`src/common/video_pkg.sv`:
```
// line and frame timing constants, STAT mode codes and CPU register offsets
package video_pkg;

	// --------------------
	// line and frame timing

	// clocks per line and lines per frame
	localparam int LINE_CLOCKS   = 456;
	localparam int LINE_COUNT    = 154;
	// first line of vblank
	localparam int VISIBLE_LINES = 144;

	// mode 2 and mode 3 lengths, mode 3 is fixed here
	localparam int OAM_CLOCKS    = 80;
	localparam int DRAW_CLOCKS   = 172;

	// pixels per line, bytes copied by one DMA
	localparam int SCREEN_WIDTH  = 160;
	localparam int OAM_SIZE      = 160;

	// STAT mode field, bits 1:0
	typedef enum logic [1:0] {
		MODE_HBLANK = 2'd0,
		MODE_VBLANK = 2'd1,
		MODE_OAM    = 2'd2,
		MODE_DRAW   = 2'd3
	} video_mode_t;

	// --------------------
	// register offsets, low nibble of ff4x
	localparam logic [3:0] REG_LCDC = 4'h0;
	localparam logic [3:0] REG_STAT = 4'h1;
	localparam logic [3:0] REG_SCY  = 4'h2;
	localparam logic [3:0] REG_SCX  = 4'h3;
	localparam logic [3:0] REG_LY   = 4'h4;
	localparam logic [3:0] REG_LYC  = 4'h5;
	localparam logic [3:0] REG_DMA  = 4'h6;
	localparam logic [3:0] REG_BGP  = 4'h7;
	localparam logic [3:0] REG_OBP0 = 4'h8;
	localparam logic [3:0] REG_OBP1 = 4'h9;
	localparam logic [3:0] REG_WY   = 4'ha;
	localparam logic [3:0] REG_WX   = 4'hb;

endpackage

```
`src/design/video_timing.sv`:
```
// dot counter, line counter, LY view and line start strobe
`timescale 1ns/1ps

module video_timing import video_pkg::*; (
	input  logic       clk,
	input  logic       reset,
	output logic [8:0] h_cnt,
	output logic [7:0] v_cnt,
	output logic [7:0] ly,
	output logic       line_start
);

	// last dot of a line, last line of a frame
	logic line_end;
	logic frame_end;

	assign line_end  = (h_cnt == 9'(LINE_CLOCKS - 1));
	assign frame_end = (v_cnt == 8'(LINE_COUNT - 1));

	// free running, the counters never stop even with the lcd off
	always_ff @(posedge clk) begin
		if (reset) begin
			h_cnt <= 9'd0;
			v_cnt <= 8'd0;
		end else if (line_end) begin
			h_cnt <= 9'd0;
			v_cnt <= frame_end ? 8'd0 : v_cnt + 8'd1;
		end else begin
			h_cnt <= h_cnt + 9'd1;
		end
	end

	// LY follows the line counter, so it steps exactly on the h_cnt wrap
	assign ly = v_cnt;

	// first dot of every line
	assign line_start = (h_cnt == 9'd0);

	a_cnt_range: assert property (@(posedge clk) disable iff (reset)
		(h_cnt < 9'(LINE_CLOCKS)) && (v_cnt < 8'(LINE_COUNT)));

endmodule

```
`src/design/video_mode_fsm.sv`:
```
// STAT mode state machine and STAT interrupt pulse
`timescale 1ns/1ps

module video_mode_fsm import video_pkg::*; (
	input  logic        clk,
	input  logic        reset,
	input  logic [8:0]  h_cnt,
	input  logic [7:0]  v_cnt,
	input  logic [7:0]  ly,
	input  logic        line_start,
	input  logic [7:0]  lyc,
	input  logic [3:0]  stat_en,
	output video_mode_t mode,
	output logic        irq
);

	video_mode_t mode_next;
	logic [7:0]  v_next;
	logic        visible;
	logic [3:0]  irq_src;

	// line the counters move to after the current one
	assign v_next  = (v_cnt == 8'(LINE_COUNT - 1)) ? 8'd0 : v_cnt + 8'd1;
	assign visible = (v_cnt < 8'(VISIBLE_LINES));

	// step one clock early so mode lines up with h_cnt
	always_comb begin
		mode_next = mode;
		if (h_cnt == 9'(LINE_CLOCKS - 1)) begin
			mode_next = (v_next < 8'(VISIBLE_LINES)) ? MODE_OAM : MODE_VBLANK;
		end else begin
			case (mode)
				MODE_OAM:
					if (h_cnt == 9'(OAM_CLOCKS - 1))
						mode_next = MODE_DRAW;
				MODE_DRAW:
					if (h_cnt == 9'(OAM_CLOCKS + DRAW_CLOCKS - 1))
						mode_next = MODE_HBLANK;
				default:
					mode_next = mode;
			endcase
		end
	end

	// --------------------
	// STAT interrupt sources, stat_en[3:0] is STAT[6:3]

	// bit 6 LY==LYC coincidence
	assign irq_src[3] = stat_en[3] && line_start && (ly == lyc);
	// bit 5 start of mode 2
	assign irq_src[2] = stat_en[2] && line_start && visible;
	// bit 4 first vblank line
	assign irq_src[1] = stat_en[1] && line_start && (v_cnt == 8'(VISIBLE_LINES));
	// bit 3 start of hblank
	assign irq_src[0] = stat_en[0] && visible && (h_cnt == 9'(OAM_CLOCKS + DRAW_CLOCKS));

	always_ff @(posedge clk) begin
		if (reset) begin
			mode <= MODE_OAM;
			irq  <= 1'b0;
		end else begin
			mode <= mode_next;
			// one clock pulse, all sources share it
			irq  <= |irq_src;
		end
	end

	a_no_draw_in_vblank: assert property (@(posedge clk) disable iff (reset)
		(mode == MODE_DRAW) |-> (v_cnt < 8'(VISIBLE_LINES)));

endmodule

```
`src/design/video_regs.sv`:
```
// CPU register file for ff40-ff4b and the CPU read data multiplexer
`timescale 1ns/1ps

module video_regs import video_pkg::*; (
	input  logic        clk,
	input  logic        reset,
	input  logic        cpu_sel_reg,
	input  logic        cpu_sel_oam,
	input  logic [7:0]  cpu_addr,
	input  logic        cpu_wr,
	input  logic [7:0]  cpu_di,
	input  logic [7:0]  ly,
	input  video_mode_t mode,
	input  logic [7:0]  oam_do,
	output logic [7:0]  cpu_do,
	output logic [7:0]  lcdc,
	output logic [3:0]  stat_en,
	output logic [7:0]  scx,
	output logic [7:0]  scy,
	output logic [7:0]  lyc,
	output logic [7:0]  bgp,
	output logic [7:0]  dma_page,
	output logic        dma_start
);

	// object palettes and window position, storage only
	logic [7:0] obp0;
	logic [7:0] obp1;
	logic [7:0] wy;
	logic [7:0] wx;

	logic [3:0] offs;
	logic       reg_wr;

	assign offs   = cpu_addr[3:0];
	assign reg_wr = cpu_sel_reg && cpu_wr;

	always_ff @(posedge clk) begin
		if (reset) begin
			// lcd off so boot code can fill vram
			lcdc      <= 8'h00;
			stat_en   <= 4'h0;
			scy       <= 8'h00;
			scx       <= 8'h00;
			lyc       <= 8'h00;
			dma_page  <= 8'h00;
			bgp       <= 8'hfc;
			obp0      <= 8'hff;
			obp1      <= 8'hff;
			wy        <= 8'h00;
			wx        <= 8'h00;
			dma_start <= 1'b0;
		end else begin
			// page is already stored when the pulse reaches the dma engine
			dma_start <= reg_wr && (offs == REG_DMA);
			if (reg_wr) begin
				case (offs)
					REG_LCDC: lcdc     <= cpu_di;
					REG_STAT: stat_en  <= cpu_di[6:3];
					REG_SCY:  scy      <= cpu_di;
					REG_SCX:  scx      <= cpu_di;
					REG_LYC:  lyc      <= cpu_di;
					REG_DMA:  dma_page <= cpu_di;
					REG_BGP:  bgp      <= cpu_di;
					REG_OBP0: obp0     <= cpu_di;
					REG_OBP1: obp1     <= cpu_di;
					REG_WY:   wy       <= cpu_di;
					REG_WX:   wx       <= cpu_di;
					// LY is read only
					default:  ;
				endcase
			end
		end
	end

	// --------------------
	// read mux, same cycle as the address
	always_comb begin
		cpu_do = 8'hff;
		if (cpu_sel_oam) begin
			cpu_do = oam_do;
		end else begin
			case (offs)
				REG_LCDC: cpu_do = lcdc;
				// bit 7 reads as one
				REG_STAT: cpu_do = {1'b1, stat_en, (ly == lyc), mode};
				REG_SCY:  cpu_do = scy;
				REG_SCX:  cpu_do = scx;
				REG_LY:   cpu_do = ly;
				REG_LYC:  cpu_do = lyc;
				REG_DMA:  cpu_do = dma_page;
				REG_BGP:  cpu_do = bgp;
				REG_OBP0: cpu_do = obp0;
				REG_OBP1: cpu_do = obp1;
				REG_WY:   cpu_do = wy;
				REG_WX:   cpu_do = wx;
				default:  cpu_do = 8'hff;
			endcase
		end
	end

endmodule

```
`src/design/oam_dma.sv`:
```
// OAM memory with its CPU port and the OAM DMA copy engine
`timescale 1ns/1ps

module oam_dma import video_pkg::*; #(
	// clocks spent per copied byte, 2 or more
	parameter int DMA_CLOCKS_PER_BYTE = 4
) (
	input  logic        clk,
	input  logic        reset,
	input  logic        cpu_sel_oam,
	input  logic [7:0]  cpu_addr,
	input  logic        cpu_wr,
	input  logic [7:0]  cpu_di,
	input  logic        dma_start,
	input  logic [7:0]  dma_page,
	input  logic [7:0]  dma_data,
	output logic [7:0]  oam_do,
	output logic        dma_rd,
	output logic [15:0] dma_addr
);

	localparam int SLOT_W = (DMA_CLOCKS_PER_BYTE > 1) ? $clog2(DMA_CLOCKS_PER_BYTE) : 1;
	localparam logic [SLOT_W-1:0] SLOT_LAST = SLOT_W'(DMA_CLOCKS_PER_BYTE - 1);

	logic [7:0]        oam_mem [OAM_SIZE];
	logic              dma_active;
	logic [7:0]        byte_cnt;
	logic [SLOT_W-1:0] slot_cnt;
	logic              slot_end;
	logic              oam_we;
	logic [7:0]        oam_waddr;
	logic [7:0]        oam_wdata;

	assign slot_end = (slot_cnt == SLOT_LAST);

	// --------------------
	// copy engine, a new start restarts from byte 0
	always_ff @(posedge clk) begin
		if (reset) begin
			dma_active <= 1'b0;
			byte_cnt   <= 8'd0;
			slot_cnt   <= '0;
		end else if (dma_start) begin
			dma_active <= 1'b1;
			byte_cnt   <= 8'd0;
			slot_cnt   <= '0;
		end else if (dma_active) begin
			if (slot_end) begin
				slot_cnt <= '0;
				if (byte_cnt == 8'(OAM_SIZE - 1))
					dma_active <= 1'b0;
				else
					byte_cnt <= byte_cnt + 8'd1;
			end else begin
				slot_cnt <= slot_cnt + 1'b1;
			end
		end
	end

	// source address held for the whole slot
	assign dma_addr = {dma_page, byte_cnt};
	assign dma_rd   = dma_active;

	// write port, dma owns it while active and writes on the last slot clock
	assign oam_we    = dma_active ? slot_end : (cpu_sel_oam && cpu_wr);
	assign oam_waddr = dma_active ? byte_cnt : cpu_addr;
	assign oam_wdata = dma_active ? dma_data : cpu_di;

	always_ff @(posedge clk) begin
		if (oam_we && (oam_waddr < 8'(OAM_SIZE)))
			oam_mem[oam_waddr] <= oam_wdata;
	end

	// reads outside fe00-fe9f give ff
	assign oam_do = (cpu_addr < 8'(OAM_SIZE)) ? oam_mem[cpu_addr] : 8'hff;

	// a cpu write during a copy leaves its target byte untouched
	a_no_cpu_write_in_dma: assert property (@(posedge clk) disable iff (reset)
		(dma_active && cpu_sel_oam && cpu_wr && (cpu_addr < 8'(OAM_SIZE)) &&
			(cpu_addr != byte_cnt))
		|=> (oam_mem[$past(cpu_addr)] == $past(oam_mem[cpu_addr])));

endmodule

```
`src/bg/bg_fetch.sv`:
```
// background tile fetcher with VRAM address sequencer, tile latches and pixel shifter
`timescale 1ns/1ps

module bg_fetch import video_pkg::*; #(
	// 8 clock fetch slots per line, 21 covers 160 pixels plus fine scroll
	parameter int FETCH_TILES = 21
) (
	input  logic        clk,
	input  logic        reset,
	input  logic [8:0]  h_cnt,
	input  logic [7:0]  v_cnt,
	input  logic [7:0]  lcdc,
	input  logic [7:0]  scx,
	input  logic [7:0]  scy,
	input  logic [7:0]  vram_data,
	output logic        vram_rd,
	output logic [12:0] vram_addr,
	output logic        pix_valid,
	output logic [1:0]  pix_raw
);

	localparam int FETCH_END = OAM_CLOCKS + 8 * FETCH_TILES;

	logic [8:0]  rel;
	logic [2:0]  phase;
	logic        fetch_active;
	logic [7:0]  bg_line;
	logic [4:0]  map_col;
	logic        tile_a12;
	logic [12:0] map_addr;
	logic [12:0] data_addr;
	logic        load;
	logic [7:0]  tile_num;
	logic [7:0]  tile_lo;
	logic [7:0]  shift_lo;
	logic [7:0]  shift_hi;
	logic [3:0]  bits_left;

	// clocks since the start of mode 3, low bits give the slot phase
	assign rel   = h_cnt - 9'(OAM_CLOCKS);
	assign phase = rel[2:0];

	assign fetch_active = lcdc[7] && (v_cnt < 8'(VISIBLE_LINES)) &&
		(h_cnt >= 9'(OAM_CLOCKS)) && ({1'b0, h_cnt} < 10'(FETCH_END));

	// --------------------
	// address generation

	// background row and column, both wrap at 32 tiles
	assign bg_line = v_cnt + scy;
	assign map_col = scx[7:3] + rel[7:3];
	assign map_addr = {2'b11, lcdc[3], bg_line[7:3], map_col};

	// lcdc bit 4 clear uses signed tile numbers around 9000
	assign tile_a12  = lcdc[4] ? 1'b0 : ~tile_num[7];
	// phase 2 reads plane 0, phase 3 reads plane 1
	assign data_addr = {tile_a12, tile_num, bg_line[2:0], phase[0]};

	// phase 0 map, phase 2 and 3 tile data
	assign vram_rd   = fetch_active && ((phase == 3'd0) || (phase == 3'd2) || (phase == 3'd3));
	assign vram_addr = (phase == 3'd0) ? map_addr : data_addr;

	// data arrives one clock after its address
	always_ff @(posedge clk) begin
		if (fetch_active && (phase == 3'd1))
			tile_num <= vram_data;
		if (fetch_active && (phase == 3'd3))
			tile_lo <= vram_data;
	end

	// --------------------
	// pixel shifter, plane 1 is taken straight from vram on load
	assign load = fetch_active && (phase == 3'd4);

	always_ff @(posedge clk) begin
		if (load) begin
			shift_lo <= tile_lo;
			shift_hi <= vram_data;
		end else begin
			shift_lo <= {shift_lo[6:0], 1'b0};
			shift_hi <= {shift_hi[6:0], 1'b0};
		end
	end

	// loads come every 8 clocks, so the output runs without gaps
	always_ff @(posedge clk) begin
		if (reset)
			bits_left <= 4'd0;
		else if (load)
			bits_left <= 4'd8;
		else if (bits_left != 4'd0)
			bits_left <= bits_left - 4'd1;
	end

	// msb first
	assign pix_valid = (bits_left != 4'd0);
	assign pix_raw   = {shift_hi[7], shift_lo[7]};

endmodule

```
`src/bg/bg_pixel_out.sv`:
```
// fine scroll skip, pixel counter, BGP palette lookup and LCD strobes
`timescale 1ns/1ps

module bg_pixel_out import video_pkg::*; (
	input  logic       clk,
	input  logic       reset,
	input  logic [8:0] h_cnt,
	input  logic [7:0] lcdc,
	input  logic [7:0] scx,
	input  logic [7:0] bgp,
	input  logic       pix_valid,
	input  logic [1:0] pix_raw,
	output logic       lcd_clkena,
	output logic [1:0] lcd_data
);

	logic [2:0] skip_cnt;
	logic [7:0] pix_cnt;

	// armed one clock before fetching starts
	always_ff @(posedge clk) begin
		if (reset) begin
			skip_cnt <= 3'd0;
			pix_cnt  <= 8'(SCREEN_WIDTH);
		end else if (h_cnt == 9'(OAM_CLOCKS - 1)) begin
			skip_cnt <= scx[2:0];
			pix_cnt  <= 8'd0;
		end else if (pix_valid) begin
			// drop the first scx mod 8 pixels, then count the visible ones
			if (skip_cnt != 3'd0)
				skip_cnt <= skip_cnt - 3'd1;
			else if (pix_cnt != 8'(SCREEN_WIDTH))
				pix_cnt <= pix_cnt + 8'd1;
		end
	end

	assign lcd_clkena = pix_valid && (skip_cnt == 3'd0) && (pix_cnt != 8'(SCREEN_WIDTH));

	// BGP lookup, background disabled gives colour 0
	always_comb begin
		if (!lcdc[0]) begin
			lcd_data = 2'b00;
		end else begin
			case (pix_raw)
				2'b00:   lcd_data = bgp[1:0];
				2'b01:   lcd_data = bgp[3:2];
				2'b10:   lcd_data = bgp[5:4];
				default: lcd_data = bgp[7:6];
			endcase
		end
	end

endmodule

```
`src/design/video.sv`:
```
// video controller top level, connects timing, mode FSM, registers, OAM DMA and background path
`timescale 1ns/1ps

module video import video_pkg::*; #(
	parameter int DMA_CLOCKS_PER_BYTE = 4,
	parameter int FETCH_TILES         = 21
) (
	input  logic        clk,
	input  logic        reset,
	// cpu registers and oam
	input  logic        cpu_sel_reg,
	input  logic        cpu_sel_oam,
	input  logic [7:0]  cpu_addr,
	input  logic        cpu_wr,
	input  logic [7:0]  cpu_di,
	output logic [7:0]  cpu_do,
	// lcd side
	output logic        lcd_on,
	output logic        lcd_clkena,
	output logic [1:0]  lcd_data,
	output logic        irq,
	output video_mode_t mode,
	// vram
	output logic        vram_rd,
	output logic [12:0] vram_addr,
	input  logic [7:0]  vram_data,
	// dma source
	output logic        dma_rd,
	output logic [15:0] dma_addr,
	input  logic [7:0]  dma_data
);

	// --------------------
	// internal wires
	logic [8:0] h_cnt;
	logic [7:0] v_cnt;
	logic [7:0] ly;
	logic       line_start;
	logic [7:0] lcdc;
	logic [3:0] stat_en;
	logic [7:0] scx;
	logic [7:0] scy;
	logic [7:0] lyc;
	logic [7:0] bgp;
	logic [7:0] dma_page;
	logic       dma_start;
	logic [7:0] oam_do;
	logic       pix_valid;
	logic [1:0] pix_raw;

	assign lcd_on = lcdc[7];

	video_timing i_timing (.*);

	video_mode_fsm i_mode_fsm (.*);

	video_regs i_regs (.*);

	oam_dma #(.DMA_CLOCKS_PER_BYTE(DMA_CLOCKS_PER_BYTE)) i_oam_dma (.*);

	bg_fetch #(.FETCH_TILES(FETCH_TILES)) i_bg_fetch (.*);

	bg_pixel_out i_bg_pixel_out (.*);

endmodule

```
`config.mk`:
```
export PLATFORM = sky130hd
export DESIGN_NAME = video
export DESIGN_NICKNAME = d
export VERILOG_FILES = /design/src/common/video_pkg.sv /design/src/design/video_timing.sv /design/src/design/video_mode_fsm.sv /design/src/design/video_regs.sv /design/src/design/oam_dma.sv /design/src/bg/bg_fetch.sv /design/src/bg/bg_pixel_out.sv /design/src/design/video.sv
export SDC_FILE = /design/constraint.sdc
export NUM_CORES = 2
export LEC_CHECK = 0
export BUFFER_PORTS_ARGS = -buffer_cell sky130_fd_sc_hd__buf_2
export CAP_MARGIN = 20
export CORE_MARGIN = 1
export CORE_UTILIZATION = 60
export DETAILED_ROUTE_END_ITERATION = 8
export PLACE_DENSITY = 0.76
export SLEW_MARGIN = 20
export SYNTH_ARGS = -nofsm -noshare
export SYNTH_HDL_FRONTEND = slang
export SYNTH_SLANG_ARGS = --single-unit
```
`constraint.sdc`:
```
create_clock -name clk -period 3.45 [get_ports clk]
set_clock_uncertainty 0.1 [all_clocks]
set_input_delay 0.345 -clock clk [delete_from_list [all_inputs] [get_ports clk]]
set_output_delay 0.345 -clock clk [all_outputs]
set_load 0.01 [all_outputs]
```
==> metrics.yaml <==
status: "finished, violations left"
whs_path_depth: 2
ioPinCount: 83
fin_crit_ps: 3619
most-common-layout-cells: "edfxtp_1, buf_4, nor2_1, mux4_2, mux2i_1"
area_growth_pct: 16.19
die_x_um: 314.5
place_hpwl_um: 103000
final_common_cell: "edfxtp_1"
drv_cap: 0
dpl.cell_count: 4807
synth_seq_cells: 1443
ys_top_cells_by_area: "edfxtp_1, mux4_2, dfxtp_1"
post_cts_buffers: 0
cts_root_buf: "clkbuf_16"
wirelength_um: 159200
grt_start_max_net_pins: 99
grt-ovfl-total: 0
vias: 34170
setup_viol: 3
die_h_um: 314.5
largest_register_ffs: 1280
antenna_found_initial: 4
required_ps: 3000
rsz0062_at_grt: "yes"
viasPerCell: 6.716
ir_worst_vdd_mv: 0.5098
drtIter0Drc: 5091
rows: 114
cts_max_level: 4
clock-sinks: 1443
fin_cells: 5087
synthCells: 3238
io_buffers: 82
first_global_vias: 34090
clk_latency_ps: 760
finalPower_mw: 37.09
tritoncts: "built"
ys_seq_area_share_pct: 71.44
ant_nets: 0
r2r_start: "i_oam_dma.dma_rd"
yosysWarnings: 0
slew_headroom_pct: 32.07
die-area_um2: 98920
hold_start: "vram_data[6]"
grt_pass1_wl_um: 231600
firstDrtPassIters: 8
synthArstFlopShare_pct: 0
crit_path_max_fanout: 1
layout_setup_ws_ps: -168.8
crit_path_start_kind: "flip-flop"
gp_congestion: 0.9546
cts-buffers-inserted: 143
reg_top3: "i_oam_dma.oam_mem x1280, i_timing.h_cnt x9"
synth_cell_types: 84
initial_core_util_pct: 60.59
hold_end: "i_bg_fetch.tile_num[6]"
r2r_cells: 5
largest_register: "i_oam_dma.oam_mem"
drive_gt1_share_pct: 27.35
yosys.area.top_type: "edfxtp_1"
synth_top_area_share_pct: 66.41
drc: 0
layout.nets: 3763
synth.net_count: 3306
final-hold-violation-count: 0
slew_violations: 0
wl_per_cell_um: 31.30
violations: "negative setup slack"
synth_ff_type: "edfxtp_1"
synth_edf_count: 1296
post-route-period-util_pct: 104.9
clk_pin_slew_worst_paths_ps: 60
hp-class: "in -> reg"
critPathCaptureType: "primary output"
power-per-cell-area_nw_per_um2: 544.7
worst-slew-pin-transition_ps: 1019
grt.total_usage_pct: 32.60
crit_type: "reg -> out"
r2r_slack_ps: 150
r2r_end: "i_oam_dma.oam_mem[55][4]"
syn_area_um2: 58600
clock_path_buffers: 3
core_um2: 96710
avgSynthCellArea_um2: 18.10
clock.fmax_mhz: 276.3
power_leakage_nw: 23.21
crit_arrival_ps: 3170
-- layout make-up --
| class | count | area [um^2] |
|---|---|---|
| repair buffers | 505 | 4189 |
| fillers | 5775 | 28620 |
| inverters | 37 | 141.4 |
| diodes | 1 | 2.502 |
| well taps | 1276 | 1597 |
| flip-flops and latches | 1443 | 41870 |
| multi-input cells | 1565 | 15630 |
| clock inverters | 68 | 698.2 |
| clock buffers | 192 | 3959 |
-- worst max path at each step --
stage / start / to / slack, ps / cells past startpoint
global route: i_oam_dma.oam_mem[79][5] / cpu_do[5] / -220 / 9
global placement: cpu_addr[0] / cpu_do[7] / -600 / 10
CTS: i_oam_dma.oam_mem[78][5] / cpu_do[5] / -140 / 9
floorplan: i_oam_dma.dma_rd / i_oam_dma.oam_mem[0][0] / 350 / 4
detailed placement: cpu_addr[2] / cpu_do[6] / -490 / 11
finish: i_oam_dma.oam_mem[78][5] / cpu_do[5] / -170 / 9
-- metrics by stage --
stage | utilization, % | hold WS (ps) | setup TNS (ps) | instance area (um^2) | setup slack, ps
after floorplan | - | 320.3 | 0 | 58600 | 346.4
after global placement | 65.02 | 337.0 | -1685 | 62880 | -599.4
after detailed placement | 65.02 | 339.0 | -1654 | 62880 | -494.6
after CTS | 70.32 | 214.7 | -224.5 | 68010 | -135.4
after global routing | 70.40 | 247.7 | -405.8 | 68080 | -219.2
final | 70.40 | 257.4 | -287.5 | 68090 | -168.8
-- cells in the mapped netlist (all sizes together) (29+ instances only) --
library cell	count
ha	29
mux2	40
dfxtp	147
nor2b	39
o221ai	30
edfxtp	1296
mux2i	227
a21oi	61
nand3	31
buf	112
mux4	283
clkbuf	81
nor2	299
o22ai	31
inv	36
o21ai	58
nand2	97
-- power by group --
| part | internal [mW] | switching [mW] | total [mW] | leakage (nW) |
|---|---|---|---|---|
| clock | 8.93 | 6.55 | 15.5 | 2.27 |
| sequential | 19.1 | 0.0386 | 19.1 | 12.8 |
| combinational | 0.941 | 1.53 | 2.47 | 8.11 |
| total | 29.0 | 8.12 | 37.1 | 23.2 |
-- kinds of logic (layout without fill, tap and decap cells) --
group | Yosys count | count (layout) | synth area share (%)
compound gates | 356 | 356 | 4.315
fa+ha+maj | 31 | 31 | 0.6875
buf+inv | 230 | 802 | 2.513
mux | 550 | 550 | 15.80
simple gates | 582 | 582 | 4.563
xor+xnor | 46 | 46 | 0.6875
flops | 1443 | 1443 | 71.44
other cells | 0 | 1 | 0
-- repair_timing --
item	4_1_cts	5_1_grt
endpoints found under the hold margin	115	0
pin swaps	19	10
endpoints found under the setup margin	7	9
gates resized for setup	60	18
hold buffers	22	0
-- critical path: stages (launching register included) --
cell,delay [ps]
edfxtp_1,360
mux4_2,490
mux2_4,320
a2111oi_4,340
buf_4,180
a21oi_2,40
a32oi_2,220
buf_4,180
o22ai_4,100
buf_2,180
-- layer usage --
layer | vias up | wire, um | GRT usage, %
met1 | 17370 | 57800 | 44.57
met5 | - | 0 | 0
met4 | 0 | 7129 | 14.17
met2 | 2426 | 75140 | 50.90
li1 | 13950 | - | -
met3 | 421 | 19140 | 7.319
Power figures use the tool's default switching activity.
